`src/common/stq_cfg_pkg.sv`:
```
package stq_cfg_pkg;

  // even/odd line address as seen by the load/store pipes
  parameter int ADDR_W = 36;

  // byte enables within one bank word
  parameter int BYTES_W = 4;

  // one bit per sub-bank the access touches
  parameter int SUBBNK_W = 8;

  // store data width
  parameter int DATA_W = 32;

  // default entry count, power of two between 2 and 16
  parameter int DEPTH_DEF = 8;

  // load search ports checked every cycle
  parameter int NUM_CHK = 2;

endpackage

```
`src/common/stq_types_pkg.sv`:
```
package stq_types_pkg;

  // drain sequencing toward the data cache
  typedef enum logic [1:0] {
    DR_IDLE = 2'd0, // head not committed yet
    DR_SEND = 2'd1, // strobe goes out now if cache is ready
    DR_WAIT = 2'd2  // held off by cache_ready
  } drain_state_e;

  // outcome of one load search
  typedef enum logic [1:0] {
    FWD_NONE    = 2'd0,
    FWD_FULL    = 2'd1,
    FWD_PARTIAL = 2'd2
  } fwd_kind_e;

endpackage

```
`src/source/stq_top.sv`:
```
module stq_top #(
  parameter int DEPTH = stq_cfg_pkg::DEPTH_DEF
) (
  input  logic clk,
  input  logic rst,
  input  logic alloc_en,
  input  logic [stq_cfg_pkg::ADDR_W-1:0] alloc_addr,
  input  logic alloc_odd,
  input  logic [stq_cfg_pkg::BYTES_W-1:0] alloc_bytes,
  input  logic [stq_cfg_pkg::SUBBNK_W-1:0] alloc_subbnk,
  input  logic upd_en,
  input  logic [$clog2(DEPTH)-1:0] upd_idx,
  input  logic [stq_cfg_pkg::DATA_W-1:0] upd_data,
  input  logic retire_en,
  input  logic cache_ready,
  input  logic [stq_cfg_pkg::NUM_CHK-1:0] chk_en,
  input  logic [stq_cfg_pkg::NUM_CHK-1:0][stq_cfg_pkg::ADDR_W-1:0] chk_addr,
  input  logic [stq_cfg_pkg::NUM_CHK-1:0] chk_odd,
  input  logic [stq_cfg_pkg::NUM_CHK-1:0][stq_cfg_pkg::BYTES_W-1:0] chk_bytes,
  input  logic [stq_cfg_pkg::NUM_CHK-1:0][stq_cfg_pkg::SUBBNK_W-1:0] chk_subbnk,
  output logic [$clog2(DEPTH)-1:0] alloc_idx,
  output logic full,
  output logic drain_en,
  output logic [stq_cfg_pkg::ADDR_W-1:0] drain_addr,
  output logic drain_odd,
  output logic [stq_cfg_pkg::BYTES_W-1:0] drain_bytes,
  output logic [stq_cfg_pkg::SUBBNK_W-1:0] drain_subbnk,
  output logic [stq_cfg_pkg::DATA_W-1:0] drain_data,
  output logic [stq_cfg_pkg::NUM_CHK-1:0] fwd_match,
  output logic [stq_cfg_pkg::NUM_CHK-1:0] fwd_partial,
  output logic [stq_cfg_pkg::NUM_CHK-1:0][stq_cfg_pkg::DATA_W-1:0] fwd_data
);
  import stq_cfg_pkg::*;

  localparam int PTR_W = $clog2(DEPTH);

  logic [DEPTH-1:0] wrt;
  logic [DEPTH-1:0] passe_set;
  logic [DEPTH-1:0] free_set;
  logic [DEPTH-1:0] upd_sel;
  logic [DEPTH-1:0] entry_free;
  logic [DEPTH-1:0] entry_passe;
  logic [DEPTH-1:0][NUM_CHK-1:0] overlap;
  logic [DEPTH-1:0][NUM_CHK-1:0] covers;
  logic [DEPTH-1:0][ADDR_W-1:0] e_addr;
  logic [DEPTH-1:0] e_odd;
  logic [DEPTH-1:0][BYTES_W-1:0] e_bytes;
  logic [DEPTH-1:0][SUBBNK_W-1:0] e_subbnk;
  logic [DEPTH-1:0][DATA_W-1:0] e_data;
  logic [PTR_W-1:0] head;
  logic [PTR_W-1:0] tail;

  stq_ctrl #(.DEPTH(DEPTH)) u_ctrl (
    .clk(clk), .rst(rst),
    .alloc_en(alloc_en), .retire_en(retire_en), .cache_ready(cache_ready),
    .entry_free(entry_free), .entry_passe(entry_passe),
    .wrt(wrt), .passe_set(passe_set), .free_set(free_set),
    .alloc_idx(alloc_idx), .tail(tail), .head(head),
    .full(full), .drain_en(drain_en)
  );

  for (genvar i = 0; i < DEPTH; i++) begin : g_entry
    assign upd_sel[i] = upd_en && (upd_idx == PTR_W'(i));

    stq_entry u_entry (
      .clk(clk), .rst(rst), .wrt(wrt[i]),
      .alloc_addr(alloc_addr), .alloc_odd(alloc_odd),
      .alloc_bytes(alloc_bytes), .alloc_subbnk(alloc_subbnk),
      .upd_en(upd_sel[i]), .upd_data(upd_data),
      .passe_en(passe_set[i]), .free_en(free_set[i]),
      .chk_en(chk_en), .chk_addr(chk_addr), .chk_odd(chk_odd),
      .chk_bytes(chk_bytes), .chk_subbnk(chk_subbnk),
      .overlap(overlap[i]), .covers(covers[i]),
      .free(entry_free[i]), .passe(entry_passe[i]),
      .addr(e_addr[i]), .odd(e_odd[i]), .bytes(e_bytes[i]),
      .subbnk(e_subbnk[i]), .data(e_data[i])
    );
  end

  stq_fwd_sel #(.DEPTH(DEPTH)) u_fwd_sel (
    .clk(clk), .rst(rst),
    .overlap(overlap), .covers(covers), .entry_data(e_data), .tail(tail),
    .fwd_match(fwd_match), .fwd_partial(fwd_partial), .fwd_data(fwd_data)
  );

  // head entry goes out, valid while drain_en
  assign drain_addr = e_addr[head];
  assign drain_odd = e_odd[head];
  assign drain_bytes = e_bytes[head];
  assign drain_subbnk = e_subbnk[head];
  assign drain_data = e_data[head];

endmodule

```
`src/stq/stq_ctrl.sv`:
```
module stq_ctrl #(
  parameter int DEPTH = stq_cfg_pkg::DEPTH_DEF
) (
  input  logic clk,
  input  logic rst,
  input  logic alloc_en,
  input  logic retire_en,
  input  logic cache_ready,
  input  logic [DEPTH-1:0] entry_free,
  input  logic [DEPTH-1:0] entry_passe,
  output logic [DEPTH-1:0] wrt,
  output logic [DEPTH-1:0] passe_set,
  output logic [DEPTH-1:0] free_set,
  output logic [$clog2(DEPTH)-1:0] alloc_idx,
  output logic [$clog2(DEPTH)-1:0] tail,
  output logic [$clog2(DEPTH)-1:0] head,
  output logic full,
  output logic drain_en
);
  import stq_types_pkg::*;

  localparam int PTR_W = $clog2(DEPTH);

  // msb is the wrap bit
  logic [PTR_W:0] head_q;
  logic [PTR_W:0] cmt_q;
  logic [PTR_W:0] tail_q;
  logic alloc_ok;
  logic retire_ok;
  logic head_ready;
  drain_state_e state;
  drain_state_e state_nxt;

  assign head = head_q[PTR_W-1:0];
  assign tail = tail_q[PTR_W-1:0];
  assign alloc_idx = tail;

  assign full = (head_q[PTR_W] != tail_q[PTR_W]) && (head == tail);
  assign alloc_ok = alloc_en && !full;
  assign retire_ok = retire_en && (cmt_q != tail_q); // something left to commit

  assign head_ready = entry_passe[head] && !entry_free[head];
  assign drain_en = ((state == DR_SEND) || (state == DR_WAIT)) && cache_ready;

  always_comb begin
    wrt = '0;
    passe_set = '0;
    free_set = '0;
    wrt[tail] = alloc_ok;
    passe_set[cmt_q[PTR_W-1:0]] = retire_ok;
    free_set[head] = drain_en;
  end

  always_comb begin
    state_nxt = state;
    case (state)
      DR_IDLE: begin
        if (head_ready) begin
          state_nxt = DR_SEND;
        end
      end
      DR_SEND: begin
        state_nxt = cache_ready ? DR_IDLE : DR_WAIT;
      end
      DR_WAIT: begin
        if (cache_ready) begin
          state_nxt = DR_IDLE;
        end
      end
      default: state_nxt = DR_IDLE;
    endcase
  end

  always_ff @(posedge clk) begin
    if (rst) begin
      state <= DR_IDLE;
      head_q <= '0;
      cmt_q <= '0;
      tail_q <= '0;
    end else begin
      state <= state_nxt;
      if (alloc_ok) begin
        tail_q <= tail_q + 1'b1;
      end
      if (retire_ok) begin
        cmt_q <= cmt_q + 1'b1;
      end
      if (drain_en) begin
        head_q <= head_q + 1'b1; // entry freed on the same edge
      end
    end
  end

endmodule

```
`src/stq/stq_entry.sv`:
```
module stq_entry (
  input  logic clk,
  input  logic rst,
  input  logic wrt,
  input  logic [stq_cfg_pkg::ADDR_W-1:0] alloc_addr,
  input  logic alloc_odd,
  input  logic [stq_cfg_pkg::BYTES_W-1:0] alloc_bytes,
  input  logic [stq_cfg_pkg::SUBBNK_W-1:0] alloc_subbnk,
  input  logic upd_en,
  input  logic [stq_cfg_pkg::DATA_W-1:0] upd_data,
  input  logic passe_en,
  input  logic free_en,
  input  logic [stq_cfg_pkg::NUM_CHK-1:0] chk_en,
  input  logic [stq_cfg_pkg::NUM_CHK-1:0][stq_cfg_pkg::ADDR_W-1:0] chk_addr,
  input  logic [stq_cfg_pkg::NUM_CHK-1:0] chk_odd,
  input  logic [stq_cfg_pkg::NUM_CHK-1:0][stq_cfg_pkg::BYTES_W-1:0] chk_bytes,
  input  logic [stq_cfg_pkg::NUM_CHK-1:0][stq_cfg_pkg::SUBBNK_W-1:0] chk_subbnk,
  output logic [stq_cfg_pkg::NUM_CHK-1:0] overlap,
  output logic [stq_cfg_pkg::NUM_CHK-1:0] covers,
  output logic free,
  output logic passe,
  output logic [stq_cfg_pkg::ADDR_W-1:0] addr,
  output logic odd,
  output logic [stq_cfg_pkg::BYTES_W-1:0] bytes,
  output logic [stq_cfg_pkg::SUBBNK_W-1:0] subbnk,
  output logic [stq_cfg_pkg::DATA_W-1:0] data
);
  import stq_cfg_pkg::*;

  logic upd; // store data present
  logic upd_ok;

  // data only lands on a live, uncommitted store
  assign upd_ok = upd_en && !free && !passe;

  always_comb begin
    for (int p = 0; p < NUM_CHK; p++) begin
      overlap[p] = chk_en[p] && !free && !passe && (chk_addr[p] == addr) &&
                   (chk_odd[p] == odd) && |(chk_subbnk[p] & subbnk);
      // no load byte outside the store bytes
      covers[p] = upd && ((chk_bytes[p] & ~bytes) == '0);
    end
  end

  always_ff @(posedge clk) begin
    if (rst) begin
      addr <= '0;
      odd <= 1'b0;
      bytes <= '0;
      subbnk <= '0;
      data <= '0;
      free <= 1'b1;
      upd <= 1'b1;
      passe <= 1'b0;
    end else begin
      if (free_en) begin
        free <= 1'b1;
        passe <= 1'b0;
      end else if (passe_en) begin
        passe <= 1'b1;
      end else if (wrt) begin
        addr <= alloc_addr;
        odd <= alloc_odd;
        bytes <= alloc_bytes;
        subbnk <= alloc_subbnk;
        free <= 1'b0;
        passe <= 1'b0;
        upd <= 1'b0; // data follows later by index
      end
      if (upd_ok) begin
        upd <= 1'b1;
        data <= upd_data;
      end
    end
  end

endmodule

```
`src/stq/stq_fwd_sel.sv`:
```
module stq_fwd_sel #(
  parameter int DEPTH = stq_cfg_pkg::DEPTH_DEF
) (
  input  logic clk,
  input  logic rst,
  input  logic [DEPTH-1:0][stq_cfg_pkg::NUM_CHK-1:0] overlap,
  input  logic [DEPTH-1:0][stq_cfg_pkg::NUM_CHK-1:0] covers,
  input  logic [DEPTH-1:0][stq_cfg_pkg::DATA_W-1:0] entry_data,
  input  logic [$clog2(DEPTH)-1:0] tail,
  output logic [stq_cfg_pkg::NUM_CHK-1:0] fwd_match,
  output logic [stq_cfg_pkg::NUM_CHK-1:0] fwd_partial,
  output logic [stq_cfg_pkg::NUM_CHK-1:0][stq_cfg_pkg::DATA_W-1:0] fwd_data
);
  import stq_cfg_pkg::*;
  import stq_types_pkg::*;

  localparam int PTR_W = $clog2(DEPTH);

  // rotated so that bit 0 is the entry just below tail
  logic [NUM_CHK-1:0][DEPTH-1:0] ov_rot;
  logic [NUM_CHK-1:0][PTR_W-1:0] sel_idx;
  fwd_kind_e kind [NUM_CHK];

  always_comb begin
    for (int p = 0; p < NUM_CHK; p++) begin
      for (int i = 0; i < DEPTH; i++) begin
        ov_rot[p][i] = overlap[tail - PTR_W'(i + 1)][p];
      end
    end
  end

  always_comb begin
    for (int p = 0; p < NUM_CHK; p++) begin
      sel_idx[p] = '0;
      kind[p] = FWD_NONE;
      // oldest first, lowest hit is kept last
      for (int i = DEPTH - 1; i >= 0; i--) begin
        if (ov_rot[p][i]) begin
          sel_idx[p] = tail - PTR_W'(i + 1);
        end
      end
      if (|ov_rot[p]) begin
        kind[p] = covers[sel_idx[p]][p] ? FWD_FULL : FWD_PARTIAL;
      end
    end
  end

  always_ff @(posedge clk) begin
    if (rst) begin
      fwd_match <= '0;
      fwd_partial <= '0;
      fwd_data <= '0;
    end else begin
      for (int p = 0; p < NUM_CHK; p++) begin
        fwd_match[p] <= (kind[p] == FWD_FULL);
        fwd_partial[p] <= (kind[p] == FWD_PARTIAL); // load replays
        fwd_data[p] <= (kind[p] == FWD_FULL) ? entry_data[sel_idx[p]] : '0;
      end
    end
  end

endmodule
```
`config.mk`:
```
export PLATFORM = sky130hd
export DESIGN_NAME = stq_top
export DESIGN_NICKNAME = d
export VERILOG_FILES = /design/src/common/stq_cfg_pkg.sv /design/src/common/stq_types_pkg.sv /design/src/source/stq_top.sv /design/src/stq/stq_ctrl.sv /design/src/stq/stq_entry.sv /design/src/stq/stq_fwd_sel.sv
export SDC_FILE = /design/constraint.sdc
export NUM_CORES = 2
export LEC_CHECK = 0
export BUFFER_PORTS_ARGS = -buffer_cell sky130_fd_sc_hd__buf_2
export CORE_MARGIN = 2
export CORE_UTILIZATION = 55
export CTS_CLUSTER_SIZE = 40
export DETAILED_ROUTE_END_ITERATION = 12
export PLACE_DENSITY_LB_ADDON = 0.2
export SLEW_MARGIN = 20
export SYNTH_ARGS = -nofsm -noshare
export SYNTH_HDL_FRONTEND = slang
export SYNTH_SLANG_ARGS = --single-unit
```
`constraint.sdc`:
```
create_clock -name clk -period 7.55 [get_ports clk]
set_input_delay 0.3775 -clock clk [delete_from_list [all_inputs] [get_ports clk]]
set_output_delay 0.3775 -clock clk [all_outputs]
set_load 0.02 [all_outputs]
```
==> results by stage <==
Final layout:
- In the layout the commonest cells are 1389 x sky130_fd_sc_hd__nand2_1, 749 x sky130_fd_sc_hd__dfxtp_1, 740 x sky130_fd_sc_hd__a21oi_1, 342 x sky130_fd_sc_hd__buf_2, 317 x sky130_fd_sc_hd__xnor2_1.
- Relative to the synthesized area, the layout overhead comes to 9.746%.
- The final net count is 5808.
- Of the cells placed in the final design, the portion with a size suffix greater than 1 is 16.59%.
- The filler cells instantiated in the layout total 7550.
- The most frequent standard cell in the layout excluding fill and tap cells is sky130_fd_sc_hd__nand2_1.

Route:
- The routed wire length per instance is 32.20 microns.
- The detail route stage leaves a number of antenna-violating nets equal to 0.
- The wire length reported by the detailed router is 219.9 mm.
- The detailed-router iteration count before antenna repair is 8.
- The detailed router placed 45.83k vias in this run.
- The ratio of routed vias to standard cells is 6.711.
- The starting DRC count in detailed routing is 6579.
- For this run, design rule violations remaining after detail routing come to 0.

Setup path:
- For the worst setup path, the data required time is 8.07 ns.
- The type of origin of the critical path is a register.
- The class of the most critical setup path is register to register.
- The number of cells on the worst reg-to-reg path is 15.
- The launching instance or port of the critical path is g_entry[6].u_entry.addr[33].
- In this run the worst path has a maximum fanout of 15.
- In this run the register-to-register setup slack is 1.27 ns.
- Data on the critical path arrives at its endpoint at 6.81 ns.
- The element type at the critical path end is a register.
- In this run the critical register-to-register path is captured at u_fwd_sel.fwd_data[2].
- The end point of the critical path is u_fwd_sel.fwd_data[2].
- The source of the worst register-to-register timing path is g_entry[6].u_entry.addr[33].

Place:
- Summed over all nets, the half-perimeter wirelength after detailed placement is 158.5 mm.
- In this run the tool buffered the top-level ports with 343 buffer cells.
- The routability congestion estimate is 1.167.

Run status:
- The flow ran to the end, and the final reports show no timing, DRC or antenna violations.

Synth:
- When the netlist entered floorplanning its net count stood at 5843.
- The synthesized netlist cell count is 5642.
- In this run the cell area of the synthesized design comes to 0.04702 sq mm.
- The largest total area in the synthesized netlist belongs to sky130_fd_sc_hd__dfxtp_1.
- The fraction of registers with async set or reset after synthesis is 0%.
- For this run, the number of Yosys warnings is 0.
- The per-instance average area after synthesis is 8.333 sq um.
- The area share of the largest cell type after synthesis is 32.11%.
- By area the synthesized netlist is led by sky130_fd_sc_hd__dfxtp_1 32%, sky130_fd_sc_hd__nand2_1 11%, sky130_fd_sc_hd__mux4_2 9.6%.
- Yosys mapped a number of flops with a built-in enable equal to 0.
- The most instantiated flip-flop cell in the synthesis netlist is sky130_fd_sc_hd__dfxtp_1.
- The proportion of synthesized chip area in sequential cells is 32.11%.
- The number of register bits inferred by synthesis is 754.
- The number of distinct library cell variants in the gate-level netlist after synthesis is 81.

Timing:
- The highest clock rate is 159.1 MHz.
- The final number of max-transition violations is 0.
- The final period utilization is 83.24%.
- For the pin with the worst max-slew slack, the measured transition is 1.278 ns.
- The number of failing setup endpoints in the final timing report is 0.
- For the final database, setup skew stands at 0.03974 ns.
- Setup repair after global routing left no endpoint under its margin.
- The number of hold-slack violations in the final timing report is 0.
- The worst pin sits at a relative slew slack of 14.01%.
- After layout, the minimum clock period comes to 6.285 ns.
- Adding up every negative setup slack in the final design gives 0 ns.

Die:
- The vertical die dimension is 296.4 microns.
- The die covers 0.08784 sq mm.
- Row generation in the floorplan step produced 107 rows.
- The core region is 0.08488 sq mm.
- For this configuration, the core starts out at a cell density of 55.39%.
- During I/O placement, the number of pins put on the boundary was 344.
- The floorplan step set the die width to 296.4 microns.

GRT:
- The number of antenna violations at the first check in global routing is 12.
- The via count of the first global-routing pass came to 41.75k.
- Global routing finished with a remaining overflow of 0.
- The first global-routing pass estimated 308.2 mm of wire.
- The busiest layer in global routing is met2.
- Entering global routing, the biggest net connects 203 pins.
- For this run, global-route usage on met1 was measured as 63.51%.
- The met3 track utilization from global routing is 11.39%.
- The met2 track demand over resource is 73.92%.
- The total global routing track utilization is 48.69%.

Clock network:
- CTS built an H-tree with a depth of 3.
- The clock transition at the registers of the reported paths is 0.06 ns.
- CTS placed an instance of sky130_fd_sc_hd__clkbuf_16 at the clock tree root.
- The TritonCTS clock tree is done.
- The clock drives 754 sinks.
- Counting along the longest clock path gives a buffer depth of 3.
- Clock tree synthesis inserted a total of 84 buffers.
- At the later pin of the worst-skew pair, clock insertion delay measures 0.68 ns.

Power:
- IR analysis of the VDD net gives a maximum drop of 0.2507 mV.
- The total power divided by cell area is 193.4 mW/mm^2.
- The static power due to leakage is 0.01855 uW.
- The total power is 9981 uW.

Job:
- The total of max-cap violations is 0.

Min path:
- The path class of the tightest hold or removal check is primary input to register.
## layout make-up
class | instances | area [sq um] | share of cell area [%]
clock inverters | 40 | 645.6 | 1.251
repair buffers | 430 | 2512 | 4.869
multi-input cells | 4288 | 29350 | 56.87
well taps | 1144 | 1431 | 2.774
inverters | 49 | 183.9 | 0.3565
flip-flops and latches | 754 | 15110 | 29.29
diodes | 12 | 30.03 | 0.05820
clock buffers | 112 | 2337 | 4.530
## power breakdown
part | total, uW | internal (uW) | switching, uW | leakage [uW]
clock | 4440 | 2620 | 1820 | 0.00145
sequential | 4120 | 4030 | 95.2 | 0.00609
combinational | 1410 | 435 | 979 | 0.0110
## flip-flops by register name (all words and copies together) (netlist names)
| register | count |
|---|---|
| g_entry.u_entry.addr | 288 |
| g_entry.u_entry.bytes | 32 |
| g_entry.u_entry.data | 256 |
| g_entry.u_entry.free | 8 |
| g_entry.u_entry.odd | 8 |
| g_entry.u_entry.passe | 8 |
| g_entry.u_entry.subbnk | 64 |
| g_entry.u_entry.upd | 8 |
| u_ctrl.cmt_q | 4 |
| u_ctrl.head_q | 4 |
| u_ctrl.state | 2 |
| u_ctrl.tail_q | 4 |
| u_fwd_sel.fwd_data | 64 |
| u_fwd_sel.fwd_match | 2 |
| u_fwd_sel.fwd_partial | 2 |
## per-stage QoR
step	util [%]	hold slack [ns]	std cells	setup WS (ns)	cell area (sq um)
2_1_floorplan	-	0.4461	5642	2.415	47020
3_3_place_gp	57.07	0.4535	6656	1.515	48440
3_5_place_dp	57.07	0.4626	6656	1.525	48440
4_1_cts	60.68	0.0006348	6816	1.670	51510
5_1_grt	60.77	0.02438	6822	1.211	51580
6_report	60.79	0.01747	6829	1.265	51600
## cell usage after synthesis (all sizes together) (30+ instances only)
| cell type | n |
|---|---|
| a21oi | 740 |
| a22o | 31 |
| a22oi | 67 |
| and3 | 45 |
| buf | 182 |
| clkbuf | 369 |
| dfxtp | 754 |
| inv | 48 |
| mux2 | 218 |
| mux2i | 194 |
| mux4 | 201 |
| nand2 | 1392 |
| nand3 | 62 |
| nand4 | 108 |
| nor2 | 161 |
| nor3 | 36 |
| nor4 | 131 |
| o21ai | 30 |
| o22ai | 35 |
| xnor2 | 317 |
| xor2 | 293 |
## per-layer routing
layer | routed length (microns) | share of wire, %
met5 | 57 | 0.026
met4 | 16350 | 7.4
met3 | 27050 | 12
met2 | 94620 | 43
met1 | 81850 | 37
## how the worst min path moves through the flow
stage | from | end | slack [ns] | cells past startpoint
2_1_floorplan | g_entry[1].u_entry.bytes[0] | g_entry[1].u_entry.bytes[0] | 0.45 | 2
3_3_place_gp | g_entry[1].u_entry.bytes[0] | g_entry[1].u_entry.bytes[0] | 0.45 | 2
3_5_place_dp | g_entry[1].u_entry.bytes[2] | g_entry[1].u_entry.bytes[2] | 0.46 | 2
4_1_cts | upd_data[25] | g_entry[2].u_entry.data[25] | 0.0006 | 3
5_1_grt | upd_data[20] | g_entry[5].u_entry.data[20] | 0.02 | 3
6_report | upd_data[2] | g_entry[2].u_entry.data[2] | 0.02 | 3
## critical path: stages, from the launching register on
cell	delay, ns
sky130_fd_sc_hd__dfxtp_1	0.66
sky130_fd_sc_hd__xor2_1	0.13
sky130_fd_sc_hd__nor4_1	0.96
sky130_fd_sc_hd__nand4_1	0.30
sky130_fd_sc_hd__nor3_1	0.73
sky130_fd_sc_hd__mux4_2	0.49
sky130_fd_sc_hd__a221oi_1	0.10
sky130_fd_sc_hd__a21oi_1	0.26
sky130_fd_sc_hd__a211o_1	0.15
sky130_fd_sc_hd__o2111ai_1	0.19
sky130_fd_sc_hd__a221oi_2	0.86
sky130_fd_sc_hd__o221ai_1	0.26
sky130_fd_sc_hd__o211ai_1	0.14
sky130_fd_sc_hd__o21a_2	0.48
sky130_fd_sc_hd__buf_4	0.33
sky130_fd_sc_hd__nor4_1	0.09
## logic make-up (layout without fill, tap and decap cells)
logic type / Yosys count / in the layout / synth area share, %
buffers and inverters: 600 / 631 / 6.062
other: 0 / 12 / 0
muxes: 613 / 613 / 18.98
adders and majority gates: 11 / 11 / 0.2927
and+or+nand+nor: 2020 / 2020 / 18.50
AOI/OAI and AO/OA: 1034 / 1034 / 12.70
xor gates and xnor gates: 610 / 610 / 11.36
DFF: 754 / 754 / 32.11
## repair_timing
| action | 4_1_cts | 5_1_grt |
|---|---|---|
| endpoints found under the hold margin | 21 | 0 |
| gates resized for setup | 0 | 0 |
| hold buffers | 8 | 0 |
| buffers inserted | 0 | 0 |
No activity file was read; power rests on OpenSTA's default activity.
